===== src/rv_defs.svh =====
`ifndef RV_DEFS_SVH
`define RV_DEFS_SVH

// architectural data width
`define XLEN 64

// first fetch address after reset
`define RESET_PC 64'h8000_0000

// unit codes in bits 2..0 of the execution info word
// code 0 means no unit is selected
`define EXU_SEL_ALU 3'd1
`define EXU_SEL_BJP 3'd2
`define EXU_SEL_LS  3'd3

`endif

===== src/rv_pkg.sv =====
`default_nettype none

package rv_pkg;

  // alu view with one-hot operation flags above the unit code
  typedef struct packed {
    logic       wop;
    logic       ebreak;
    logic       lui;
    logic       and_;
    logic       or_;
    logic       sra;
    logic       srl;
    logic       xor_;
    logic       sltu;
    logic       slt;
    logic       sll;
    logic       sub;
    logic       add;
    logic [2:0] sel;
  } alu_info_t;

  // branch and jump view
  typedef struct packed {
    logic [4:0] pad;
    logic       bgeu;
    logic       bltu;
    logic       bge;
    logic       blt;
    logic       bne;
    logic       beq;
    logic       jalr;
    logic       jal;
    logic [2:0] sel;
  } bjp_info_t;

  // load/store view with one-hot access size
  typedef struct packed {
    logic [5:0] pad;
    logic       sz_dword;
    logic       sz_word;
    logic       sz_half;
    logic       sz_byte;
    logic       usign;
    logic       store;
    logic       load;
    logic [2:0] sel;
  } ls_info_t;

  // one decoded word, read through the view its unit code names
  typedef union packed {
    alu_info_t alu;
    bjp_info_t bjp;
    ls_info_t  ls;
  } exu_info_t;

endpackage

`default_nettype wire


===== src/rv_lsu.sv =====
`timescale 1ns/1ps
`default_nettype none
`include "rv_defs.svh"

module rv_lsu
  import rv_pkg::*;
(
  input  logic [`XLEN-1:0] base_i,
  input  logic [`XLEN-1:0] offset_i,
  input  logic [`XLEN-1:0] rs2_data_i,
  input  exu_info_t        exu_info_i,
  input  logic             running_i,
  input  logic [`XLEN-1:0] mem_rdata_i,
  output logic [`XLEN-1:0] mem_addr_o,
  output logic             mem_rd_en_o,
  output logic             mem_wr_en_o,
  output logic [7:0]       mem_wmask_o,
  output logic [`XLEN-1:0] mem_wdata_o,
  output logic [`XLEN-1:0] load_data_o
);

  ls_info_t l;
  logic     ld;
  logic     st;
  logic [7:0] size_mask;
  logic [`XLEN-1:0] rdata_sh;
  logic     misalign;

  assign l  = exu_info_i.ls;
  assign ld = (l.sel == `EXU_SEL_LS) & l.load;
  assign st = (l.sel == `EXU_SEL_LS) & l.store;

  assign mem_addr_o  = base_i + offset_i;
  assign mem_rd_en_o = running_i & ld;
  assign mem_wr_en_o = running_i & st;

  wire [2:0] lane    = mem_addr_o[2:0];
  wire [5:0] bit_off = {lane, 3'b000};

  // byte lanes of an aligned little-endian doubleword
  assign size_mask = ({8{l.sz_byte}}  & 8'h01) |
                     ({8{l.sz_half}}  & 8'h03) |
                     ({8{l.sz_word}}  & 8'h0f) |
                     ({8{l.sz_dword}} & 8'hff);

  assign mem_wmask_o = {8{st}} & (size_mask << lane);
  assign mem_wdata_o = rs2_data_i << bit_off;

  // load extract and extend
  assign rdata_sh = mem_rdata_i >> bit_off;

  wire sx = ~l.usign;

  assign load_data_o =
    ({64{l.sz_byte}}  & {{56{sx & rdata_sh[7]}},  rdata_sh[7:0]})  |
    ({64{l.sz_half}}  & {{48{sx & rdata_sh[15]}}, rdata_sh[15:0]}) |
    ({64{l.sz_word}}  & {{32{sx & rdata_sh[31]}}, rdata_sh[31:0]}) |
    ({64{l.sz_dword}} & rdata_sh);

  assign misalign = (l.sz_half & lane[0]) |
                    (l.sz_word & (lane[1:0] != 2'b00)) |
                    (l.sz_dword & (lane != 3'b000));

  always_comb begin
    assert final (!(running_i && (ld || st)) || !misalign);
  end

endmodule

`default_nettype wire


===== config.mk =====
export PLATFORM = sky130hd
export DESIGN_NAME = rv_lsu
export DESIGN_NICKNAME = d
export VERILOG_FILES = /design/src/rv_pkg.sv /design/src/rv_lsu.sv
export VERILOG_INCLUDE_DIRS = /design/src
export SDC_FILE = /design/constraint.sdc
export NUM_CORES = 1
export LEC_CHECK = 0
export BUFFER_PORTS_ARGS = -buffer_cell sky130_fd_sc_hd__clkbuf_2
export CAP_MARGIN = 20
export CORE_AREA = 5 5 179 181
export DETAILED_ROUTE_END_ITERATION = 12
export DIE_AREA = 0 0 184 186
export PLACE_DENSITY = 0.63
export SLEW_MARGIN = 20
export SYNTH_ARGS = -nofsm -noshare
export SYNTH_HDL_FRONTEND = slang
export SYNTH_SLANG_ARGS = --single-unit

===== constraint.sdc =====
create_clock -name vclk -period 12.18
set_clock_uncertainty 0.1 [all_clocks]
set_input_delay 1.827 -clock vclk [all_inputs]
set_output_delay 1.827 -clock vclk [all_outputs]
set_load 0.05 [all_outputs]

-- Word-level counts from Yosys, hierarchy flattened
Cells that the tools add are included.
- divide/modulo/power cells: 0
- $mul: 0
- $add $sub $neg: 1
- $lt $le $gt $ge: 0
- multiplexer cells: 0
- bitwise gates (word level): 19
- eq/ne operators: 1
- reduce and logical (&&, ||, !) cells: 0
- shift operators: 3
- operator list (cell ; count):
    $and 64x64->64 ; 4
    $or 64x64->64 ; 3
    $add 64x64->64 ; 1
    $shl 64x6->64 ; 1
    $shr 64x6->64 ; 1
    $and 8x8->8 ; 1
    $or 4x8->8 ; 1
    $shl 8x3->8 ; 1
    $and 1x1->1 ; 7
    $or 2x4->4 ; 1
    $eq 3x2->1 const B ; 1
    $or 1x2->2 ; 1
    $not 1->1 ; 1
- bits in read-only memories: 0
- bits in writable memories: 0
- memories kept: 0
- logic and storage cells: 24
- latch bits: 0
- bits of input ports: 273
- bits in registers: 0
- output and inout port bits: 202

-- Longest topological paths before layout
Gate-level depths: netlist (run 1).
- word-level depth: 7
- gate-level depth with buffers: 14
- mapped depth without buffers: 12

-- Least setup slack after synthesis (run 1)
Ideal clock, no wire load.
- kind: input -> output
- from: input base_i[0]
- to: output mem_wmask_o[6]
- setup slack: 4.882 ns
- data required time: 10.253 ns
- arrival: 5.371 ns
- cell stages on the path: 7
- buffers on the path: 4
- cell sequence: ha_1 buf_1 clkbuf_1 buf_1 buf_1 a211oi_1 nor3_1
- longest elaborated chain between the ends: 3
- RTL lines (what ; RTL line ; source):
    from (decl) ; rv_lsu.sv:8 ; input logic [`XLEN-1:0] base_i,
    $add 64x64->64 ; rv_lsu.sv:33 ; assign mem_addr_o = base_i + offset_i;
    $shl 8x3->8 ; rv_lsu.sv:46 ; assign mem_wmask_o = {8{st}} & (size_mask << lane);
    $and 8x8->8 ; rv_lsu.sv:46 ;
    to (decl) ; rv_lsu.sv:17 ; output logic [7:0] mem_wmask_o,
Every way passes these cells.

-- Final worst setup path (run 1)
- from: input base_i[0]
- to: output load_data_o[50]
- longest elaborated chain between the ends: 7
- elaborated cells between the ends (all ways): 12
- classes of those cells: add/sub: 1; shift: 1; bitwise: 10
- RTL lines (what ; RTL line ; source):
    $add 64x64->64 (*) ; rv_lsu.sv:33 ;
    $shr 64x6->64 (*) ; rv_lsu.sv:50 ; assign rdata_sh = mem_rdata_i >> bit_off;
    $and 1x1->1 (on tied branches) ; rv_lsu.sv:55, rv_lsu.sv:56 ;
    $and 64x64->64 (on tied branches) ; rv_lsu.sv:55, rv_lsu.sv:56 ;
    $or 64x64->64 ; rv_lsu.sv:55 ; ({64{l.sz_byte}} & {{56{sx & rdata_sh[7]}}, rdata_sh[7:0]}) |
    $or 64x64->64 ; rv_lsu.sv:56 ; ({64{l.sz_half}} & {{48{sx & rdata_sh[15]}}, rdata_sh[15:0]}) |
    $or 64x64->64 (*) ; rv_lsu.sv:57 ; ({64{l.sz_word}} & {{32{sx & rdata_sh[31]}}, rdata_sh[31:0]}) |
    to (decl) ; rv_lsu.sv:19 ; output logic [`XLEN-1:0] load_data_o
Every way passes the cells marked *; elsewhere a longest branch is shown, timed or not.

==> results.md, run 1 <==
Outcome
* finished clean — run status

Finish
* 36.5% — proportion of layout cells with a drive suffix above 1
* 0 — sequential cell count of the final layout
* 3,364 — count of filler cells inserted in the layout
* 1,881 — number of nets in the layout
* clkbuf_2, nand2_1, a21oi_1 — commonest non-fill, non-tap cells in the layout
* 0 um^2 — flip-flop and latch area
* clkbuf_2 — most common library cell in the layout ignoring fill and taps
* 33.2% — Layout area overhead
* 0 — number of clock buffer instances in the layout

STA
* 0.112 GHz — Fmax achieved
* 0 ns — setup TNS
* 8.91 ns — shortest clock period the worst path allows after layout
* 73.2% — final critical-path share of the clock period
* 1.07 ns — transition time at the pin with the least slew margin
* 0 — Hold Fails Final Rpt
* 28.8% — relative max-transition margin
* false — unrepaired setup endpoints after global routing
* 0 — max-slew violation count
* 3.27 ns — final critical-path setup slack
* 0 — Finish-stage setup viols

Synthesis
* 0% — register area share after synthesis
* 66 — Yosys cell types
* 1,494 — post-synthesis net count
* 0 — count of yosys warnings during synthesis
* 1,157 — gate count after technology mapping
* 7790 um^2 — summed instance area of the synthesized netlist
* 6.74 um^2 — Avg Cell Area, Syn

Routing
* met4 — uppermost metal layer occupied by signal nets
* 0 — number of routed nets with antenna violations
* 18.2 mm — length of routed met2 wiring
* 5.58 — Via-to-Cell Ratio
* 10,800 — via count of the routed design
* 15.8 mm — sum of routed wire segments on met1
* 7 — iteration count of the initial detailed-routing pass
* 776 — DRC marker count from the first detailed-route iteration
* 19.9 um — Avg WL per Cell
* 0 — Remaining DRCs
* 38.8 mm — Routed Wire Length
* 3.49 mm — routed wl met3

Floorplan
* 186 um — y dimension of the die
* 30,300 um^2 — area of the core
* 475 — ports placed on the boundary
* 25.7% — initial cell density of the core
* 184 um — Horiz. Die Dim
* 34,200 um^2 — die area
* 64 — # rows

Critical path
* input port to primary output — category of the critical setup timing path
* primary output — endpoint class of the critical path
* compound AO/OA/AOI/OAI gates — Crit path max-delay family
* clkbuf_2, ha_4, inv_1, fa_4, mux2_2, a21oi_1, nor2_1, a21oi_1, or3b_2, o31a_1, o31a_1, o21ai_0, clkbuf_2 — CP cell instances
* 3 — Buffers & Inverters on Critical Path
* 6.99 ns — critical path arrival
* input port — Startpoint Class
* fa_4 — critical-path cell with the highest stage delay
* 59 — maximum fanout along the worst path
* 10.25 ns — required time at the worst-slack endpoint
* 1.30 ns — crit-path max cell delay

Clock network
* 0 — post-cts sizing count
* 0 — Post-CTS Hold Fix Bufs
* 0 — setup repair bufs after CTS

Place
* 3.42 ns — Post-Place Setup Slack
* 469 — count of buffers inserted at the top-level ports
* 32.6 mm — hpwl dp
* 0.951 — RePlAce Congestion

Power
* 0.00128 W — total power draw
* 124 nW/um^2 — Pwr per Cell Area
* 0.0000840 V — IR Drop Worst-Case VDD
* 5.27 nW — LEAKAGE

Run
* 0 — max cap viols

Global routing
* 20.6% — global-route usage over all layers
* 95 — pin count of the biggest net entering global routing
* 0 — total overflow reported by the global router
* 58.0 mm — first-pass GRT wire length
* 10,300 — via count of the first global-routing pass
* 8 — antenna violations before repair

Hold path
* input port to primary output — worst hold path class

[Yosys cell counts, drive strengths merged, types with 4 or more instances]
cell type | n | area (um^2)
xor2 | 19 | 166
nor2 | 120 | 450
a21oi | 145 | 737
buf | 19 | 97.6
a31o | 11 | 96.3
o31a | 4 | 36.3
ha | 63 | 788
and2 | 6 | 37.5
nand4 | 19 | 125
nand2 | 149 | 559
inv | 21 | 78.8
clkbuf | 72 | 270
xnor2 | 41 | 359
a31oi | 10 | 62.6
o21bai | 21 | 158
and3 | 26 | 163
o21ai | 110 | 551
a21o | 37 | 278
nand2b | 4 | 25.0
o21a | 8 | 60.1
a211oi | 5 | 37.5
nand3 | 28 | 140
mux2i | 66 | 661
nor3 | 33 | 165
or2 | 5 | 31.3
mux4 | 46 | 1040
o31ai | 13 | 97.6
mux2 | 9 | 101
[metrics by stage]
stage               util, %  hold WS [ns]  cells  cell area (um^2)
finish                 34.3          4.01   1946             10400
CTS                    34.2          4.01   1938             10400
global route           34.3          4.04   1946             10400
detailed placement     34.2          4.01   1938             10400
global placement       34.2          4.01   1938             10400
floorplan                 -          3.85   1157              7790
[power by group]
part	internal [W]	switching [W]
logic	0.000341	0.000941
clock network	0.0000000000879	0
registers	0	0
[cells by family after synthesis]
logic type                 after synthesis  share of synthesized area (%)
and+or+nand+nor                        405                           23.3
AOI/OAI and AO/OA                      395                           30.8
muxes                                  121                           23.1
buffers and inverters                  112                           5.73
adders and majority gates               64                           10.4
xor gates and xnor gates                60                           6.74
[path summary, 6_finish.rpt]
check,from,endpoint,depth (start not counted)
setup / recovery,base_i[0],load_data_o[50],13
hold / removal,mem_rdata_i[63],load_data_o[63],4
[cell type report]
type | count | area [um^2] | share of cell area [%]
repair buffers | 476 | 2400 | 23.1
multi-input cells | 1045 | 7390 | 71.2
inverters | 21 | 78.8 | 0.759
well taps | 396 | 495 | 4.77
diodes | 8 | 20.0 | 0.193
[metal layers]
metal	vias up	global-route usage (%)
met1	5058	26.8
met5	-	0
met3	81	2.89
met2	626	35.2
li1	5084	-
met4	0	6.39
Power figures use the tool's default switching activity.
==> run 2, diff against run 1 <==
Settings changed: ABC_AREA from default to 1, CORE_AREA 5 5 179 181 to 5 5 184 186, DIE_AREA 0 0 184 186 to 0 0 189 191, PLACE_DENSITY 0.63 to 0.67.
Clock period 12.18 ns to 8.5 ns, I/O delays scaled along.
==> results.md, run 2 <==
Finish
* 0 um^2 — flip-flop and latch area, unchanged
* 3,835 — count of filler cells inserted in the layout, was 3,364
* 0 — sequential cell count of the final layout, unchanged
* 0 — number of clock buffer instances in the layout, unchanged
* nand2_1 — most common library cell in the layout ignoring fill and taps, was clkbuf_2
* 2,926 — non-filler instance count after layout, was 1,946
* 19.9% — proportion of layout cells with a drive suffix above 1, was 36.5%
* nand2_1, clkbuf_2, inv_1 — commonest non-fill, non-tap cells in the layout, was clkbuf_2, nand2_1, a21oi_1
* 2,856 — number of nets in the layout, was 1,881
* 8040 um^2 — area taken by multi-input logic gates, was 7390 um^2
* 25.8% — Layout area overhead, was 33.2%

Routing
* 0 — number of routed nets with antenna violations, unchanged
* 5 — iteration count of the initial detailed-routing pass, was 7
* 16.7 um — Avg WL per Cell, was 19.9 um
* 14,700 — via count of the routed design, was 10,800
* 905 — DRC marker count from the first detailed-route iteration, was 776
* 5.02 — Via-to-Cell Ratio, was 5.58
* 48.8 mm — Routed Wire Length, was 38.8 mm
* 0 — Remaining DRCs, unchanged

Critical path
* input port — Startpoint Class, unchanged
* 4.98 ns — critical path arrival, was 6.99 ns
* input port to primary output — category of the critical setup timing path, unchanged
* primary output — endpoint class of the critical path, unchanged
* 7.12 ns — required time at the worst-slack endpoint, was 10.25 ns
* 66 — maximum fanout along the worst path, was 59

Synthesis
* nand2_1, inv_1, nor2_1 — commonest cells in the netlist, was nand2_1, a21oi_1, nor2_1
* 4.60 um^2 — Avg Cell Area, Syn, was 6.74 um^2
* 2,127 — gate count after technology mapping, was 1,157
* 9780 um^2 — summed instance area of the synthesized netlist, was 7790 um^2
* 39 — Yosys cell types, was 66
* 0% — register area share after synthesis, unchanged
* 2,464 — post-synthesis net count, was 1,494
* nand2_1 — Yosys top cell by area, was mux4_2
* 34.8% — share of the synthesized area in the top cell type, was 13.3%
* 0 — count of yosys warnings during synthesis, unchanged
* nand2_1 — most instantiated library cell after synthesis, unchanged
* nand2_1, inv_1, ha_1, nor2_1, o21ai_0 — Area contributors post-synth, was mux4_2, ha_1, a21oi_1, mux2i_1, nand2_1

Place
* 0.998 — RePlAce Congestion, was 0.951
* 469 — count of buffers inserted at the top-level ports, unchanged
* 2,925 — total instance count after detailed placement, was 1,938
* 42.1 mm — hpwl dp, was 32.6 mm

Clock network
* 0 — setup repair bufs after CTS, unchanged
* 0 — post-cts sizing count, unchanged
* 0 — Post-CTS Hold Fix Bufs, unchanged

Power
* 0.000443 W — Int Pwr, was 0.000341 W
* 100.0% — relative contribution of combinational cells to total power, about the same
* 158 nW/um^2 — Pwr per Cell Area, was 124 nW/um^2
* 8.01 nW — LEAKAGE, was 5.27 nW
* 77.2% — Sw Ratio, was 73.4%
* 0.000122 V — IR Drop Worst-Case VDD, was 0.0000840 V
* 0% — sequential fraction of design power, about the same
* 0% — part of the power in the clock network, about the same
* 0.00150 W — net load switching power, was 0.000941 W

STA
* false — unrepaired setup endpoints after global routing, unchanged
* 0 — Hold Fails Final Rpt, unchanged
* 31.5% — relative max-transition margin, was 28.8%
* 1.03 ns — transition time at the pin with the least slew margin, was 1.07 ns
* 0 — Finish-stage setup viols, unchanged
* 0.157 GHz — Fmax achieved
* 74.7% — final critical-path share of the clock period
* 0 ns — setup TNS, unchanged
* 0 — max-slew violation count, unchanged
* 6.35 ns — shortest clock period the worst path allows after layout

Global routing
* 24.8% — global-route usage over all layers, was 20.6%
* 2 — antenna violations before repair, was 8
* 106 — pin count of the biggest net entering global routing, was 95
* 0 — total overflow reported by the global router, unchanged
* 13,900 — via count of the first global-routing pass, was 10,300
* 72.9 mm — first-pass GRT wire length, was 58.0 mm

Floorplan
* 189 um — Horiz. Die Dim, was 184 um
* 191 um — y dimension of the die, was 186 um
* 475 — ports placed on the boundary, unchanged
* 36,100 um^2 — die area, was 34,200 um^2
* 32,100 um^2 — area of the core, was 30,300 um^2
* 66 — # rows, was 64
* 30.4% — initial cell density of the core, was 25.7%

Run
* 0 — max cap viols, unchanged

Outcome
* finished clean — run status, unchanged

Hold path
* input port to primary output — worst hold path class, unchanged

## run 2: changes by cell type after synthesis, moves of 24 or more
cell,previous run,this run
nand4_1,18,49
a21oi_1,144,77
a21o_1,37,0
inv_1,20,354
nand2_1,149,906
mux4_2,46,0
xnor2_1,41,1
o21ai_0,109,133
nor2_1,120,190
and3_1,26,0
mux2i_1,66,24
nand3_1,28,97
buf_2,0,41
clkbuf_1,72,26
## run 2: worst paths after layout
kind	startpoint	to	slack (ns)	cells after the start
setup / recovery	base_i[0]	load_data_o[26]	2.15	14
hold / removal	running_i	mem_wr_en_o	2.85	4
## run 2: power by group through the flow
stage | sequential [W] | clock, W | combinational, W
finish | 0 | 0.0000000000158 | 0.00194
floorplan | 0 | 0 | 0.00143
global placement | 0 | 0 | 0.00192
CTS | 0 | 0 | 0.00194
detailed placement | 0 | 0 | 0.00193
global route | 0 | 0.0000000000158 | 0.00207
## run 2: cell type report
type	count	share of cell area (%)
antenna	1	0.0203
inverter	359	11.0
multi-input combinational	1682	65.3
tap	408	4.15
timing repair buffer	476	19.5
## run 2: through the flow
| step | cell area [um^2] | setup WS [ns] | hold WS [ns] | util [%] | total power [W] |
|---|---|---|---|---|---|
| 4_1_cts | 12300 | 2.17 | 2.86 | 38.3 | 0.00194 |
| 3_3_place_gp | 12300 | 2.23 | 2.85 | 38.3 | 0.00192 |
| 6_report | 12300 | 2.15 | 2.85 | 38.3 | 0.00194 |
| 5_1_grt | 12300 | 1.88 | 2.88 | 38.3 | 0.00207 |
| 3_5_place_dp | 12300 | 2.17 | 2.85 | 38.3 | 0.00193 |
| 2_1_floorplan | 9780 | 3.16 | 2.69 | - | 0.00143 |
## run 2: per-layer routing
layer / vias to the layer above / wire length (um) / track usage [%] / share of wire, %
met1: 6459 / 18700 / 28.4 / 38
met5: - / 0 / 0 / 0
li1: 7432 / - / - / -
met4: 0 / 3020 / 12.1 / 6.2
met3: 121 / 3510 / 2.59 / 7.2
met2: 683 / 23600 / 45.8 / 48
## run 2: cells by family after synthesis
group	synth area share [%]
buf+inv	18.1
simple gates	52.8
mux	2.46
xor+xnor	2.94
compound gates	15.4
fa+ha+maj	8.27
## run 2: worst max-delay path, stage by stage
cell and delay [ns]:
clkbuf_2 0.10, ha_4 0.14, inv_1 0.06, fa_4 0.48, xnor2_4 0.16, buf_4 0.56, inv_2 0.42, o211ai_1 0.25
o21ai_2 0.13, nand2_2 0.60, nand2_1 0.13, inv_2 0.25, nand2_1 0.10, clkbuf_2 0.26
==> run 3, diff against run 2 <==
Settings changed: CORE_AREA 5 5 184 186 to 5 5 183 185, DIE_AREA 0 0 189 191 to 0 0 188 190, PLACE_DENSITY 0.67 to 0.7.
Clock period 8.5 ns to 5.5 ns, I/O delays scaled along.
==> results.md, run 3 (synthesis gave the netlist of run 2 again) <==
Power
* 0.000157 V — IR Drop Worst-Case VDD, was 0.000122 V
* 8.04 nW — LEAKAGE, was 8.01 nW
* 0.00300 W — total power draw, was 0.00194 W
* 242 nW/um^2 — Pwr per Cell Area, was 158 nW/um^2

Global routing
* 24.5% — global-route usage over all layers, was 24.8%
* 103 — pin count of the biggest net entering global routing, was 106
* 2 — antenna violations before repair, unchanged
* 0 — total overflow reported by the global router, unchanged
* 13,600 — via count of the first global-routing pass, was 13,900
* met2 — global route hottest layer, unchanged
* 44.1% — routing usage on met2, was 45.8%
* 71.9 mm — first-pass GRT wire length, was 72.9 mm
* 2.79% — global-route met3 utilization, was 2.59%
* 29.2% — M1 GR Usage, was 28.4%

STA
* false — unrepaired setup endpoints after global routing, unchanged
* 88.5% — final critical-path share of the clock period
* 0 — max-slew violation count, unchanged
* 0.996 ns — transition time at the pin with the least slew margin, was 1.03 ns
* 0.630 ns — final critical-path setup slack, was 2.15 ns
* 33.5% — relative max-transition margin, was 31.5%
* 0 — Finish-stage setup viols, unchanged
* 0 ns — setup TNS, unchanged
* 0 — Hold Fails Final Rpt, unchanged
* 4.87 ns — shortest clock period the worst path allows after layout
* 0.205 GHz — Fmax achieved

Finish
* 0 — number of clock buffer instances in the layout, unchanged
* 0 — sequential cell count of the final layout, unchanged
* 0 um^2 — flip-flop and latch area, unchanged
* 2,930 — non-filler instance count after layout, was 2,926
* nand2_1, clkbuf_2, inv_1 — commonest non-fill, non-tap cells in the layout, unchanged
* 2,859 — number of nets in the layout, was 2,856
* 26.6% — Layout area overhead, was 25.8%
* 3,804 — count of filler cells inserted in the layout, was 3,835
* 20.0% — proportion of layout cells with a drive suffix above 1, was 19.9%
* nand2_1 — most common library cell in the layout ignoring fill and taps, unchanged

Outcome
* finished clean — run status, unchanged

Floorplan
* 188 um — Horiz. Die Dim, was 189 um
* 475 — ports placed on the boundary, unchanged
* 30.7% — initial cell density of the core, was 30.4%
* 66 — # rows, unchanged
* 31,900 um^2 — area of the core, was 32,100 um^2
* 35,700 um^2 — die area, was 36,100 um^2
* 190 um — y dimension of the die, was 191 um

Routing
* 5.00 — Via-to-Cell Ratio, was 5.02
* 16.1 um — Avg WL per Cell, was 16.7 um
* 0 — number of routed nets with antenna violations, unchanged
* 1,010 — DRC marker count from the first detailed-route iteration, was 905
* 7 — iteration count of the initial detailed-routing pass, was 5
* 47.3 mm — Routed Wire Length, was 48.8 mm
* 0 — Remaining DRCs, unchanged
* 14,600 — via count of the routed design, was 14,700

Critical path
* fa_4 — critical-path cell with the highest stage delay, was nand2_2
* 3.94 ns — critical path arrival, was 4.98 ns
* nand2_1 — cell occurring most often along the worst timing path
* 4.58 ns — required time at the worst-slack endpoint, was 7.12 ns
* clkbuf_2, ha_4, inv_1, fa_4, inv_2, nor2_1, nand2_1, nand2_1, nand2_1, nand4_1, clkbuf_2 — CP cell instances, was clkbuf_2, ha_4, inv_1, fa_4, xnor2_4, buf_4, inv_2, o211ai_1, o21ai_2, nand2_2, nand2_1, inv_2, nand2_1, clkbuf_2
* input port — Startpoint Class, unchanged
* primary output — endpoint class of the critical path, unchanged
* 1.03 ns — crit-path max cell delay, was 0.60 ns
* input port to primary output — category of the critical setup timing path, unchanged
* 37 — maximum fanout along the worst path, was 66

Hold path
* 4 — number of cells traversed by the worst hold path, unchanged
* input port to primary output — worst hold path class, unchanged

Clock network
* 0 — post-cts sizing count, unchanged
* 0 — Post-CTS Hold Fix Bufs, unchanged
* 0 — setup repair bufs after CTS, unchanged

Place
* 40.7 mm — hpwl dp, was 42.1 mm
* 2,928 — total instance count after detailed placement, was 2,925
* 0.664 ns — Post-Place Setup Slack, was 2.17 ns
* 0.999 — RePlAce Congestion, was 0.998
* 469 — count of buffers inserted at the top-level ports, unchanged

Run
* 0 — max cap viols, unchanged

[run 3: path summary, 6_finish.rpt]
kind / from / endpoint / slack, ns
min: exu_info_i[3] / mem_rd_en_o / 1.96
max: base_i[0] / load_data_o[48] / 0.63
[run 3: power by group]
group	leakage (nW)	internal (W)	switching, W
Combinational	8.04	0.000696	0.00230
Sequential	0	0	0
Clock	0.0000127	0.0000000000488	0
Total	8.04	0.000696	0.00230
[run 3: final cells by class]
cell class / count / area [um^2] / area share, %
Timing Repair Buffer: 479 / 2470 / 20.0
Multi-Input combinational cell: 1682 / 8040 / 64.9
Inverter: 359 / 1350 / 10.9
Antenna cell: 2 / 5.00 / 0.0404
Tap cell: 408 / 510 / 4.13
[run 3: metal layers]
metal,share of wire [%],up-vias
met4,5.6,0
met2,48,767
li1,-,7446
met3,8.1,120
met1,39,6308
met5,0,-
[run 3: through the flow]
step | instance area (um^2) | util [%] | hold slack [ns]
2_1_floorplan | 9780 | - | 1.79
3_3_place_gp | 12400 | 38.8 | 1.96
3_5_place_dp | 12400 | 38.8 | 1.96
4_1_cts | 12400 | 38.8 | 1.96
5_1_grt | 12400 | 38.8 | 2.02
6_report | 12400 | 38.8 | 1.96
[run 3: worst max-delay path, delay by kind of cell]
family | cells | cell delay [ns]
simple gates | 5 | 1.29
fa+ha+maj | 2 | 1.17
buf+inv | 4 | 0.65
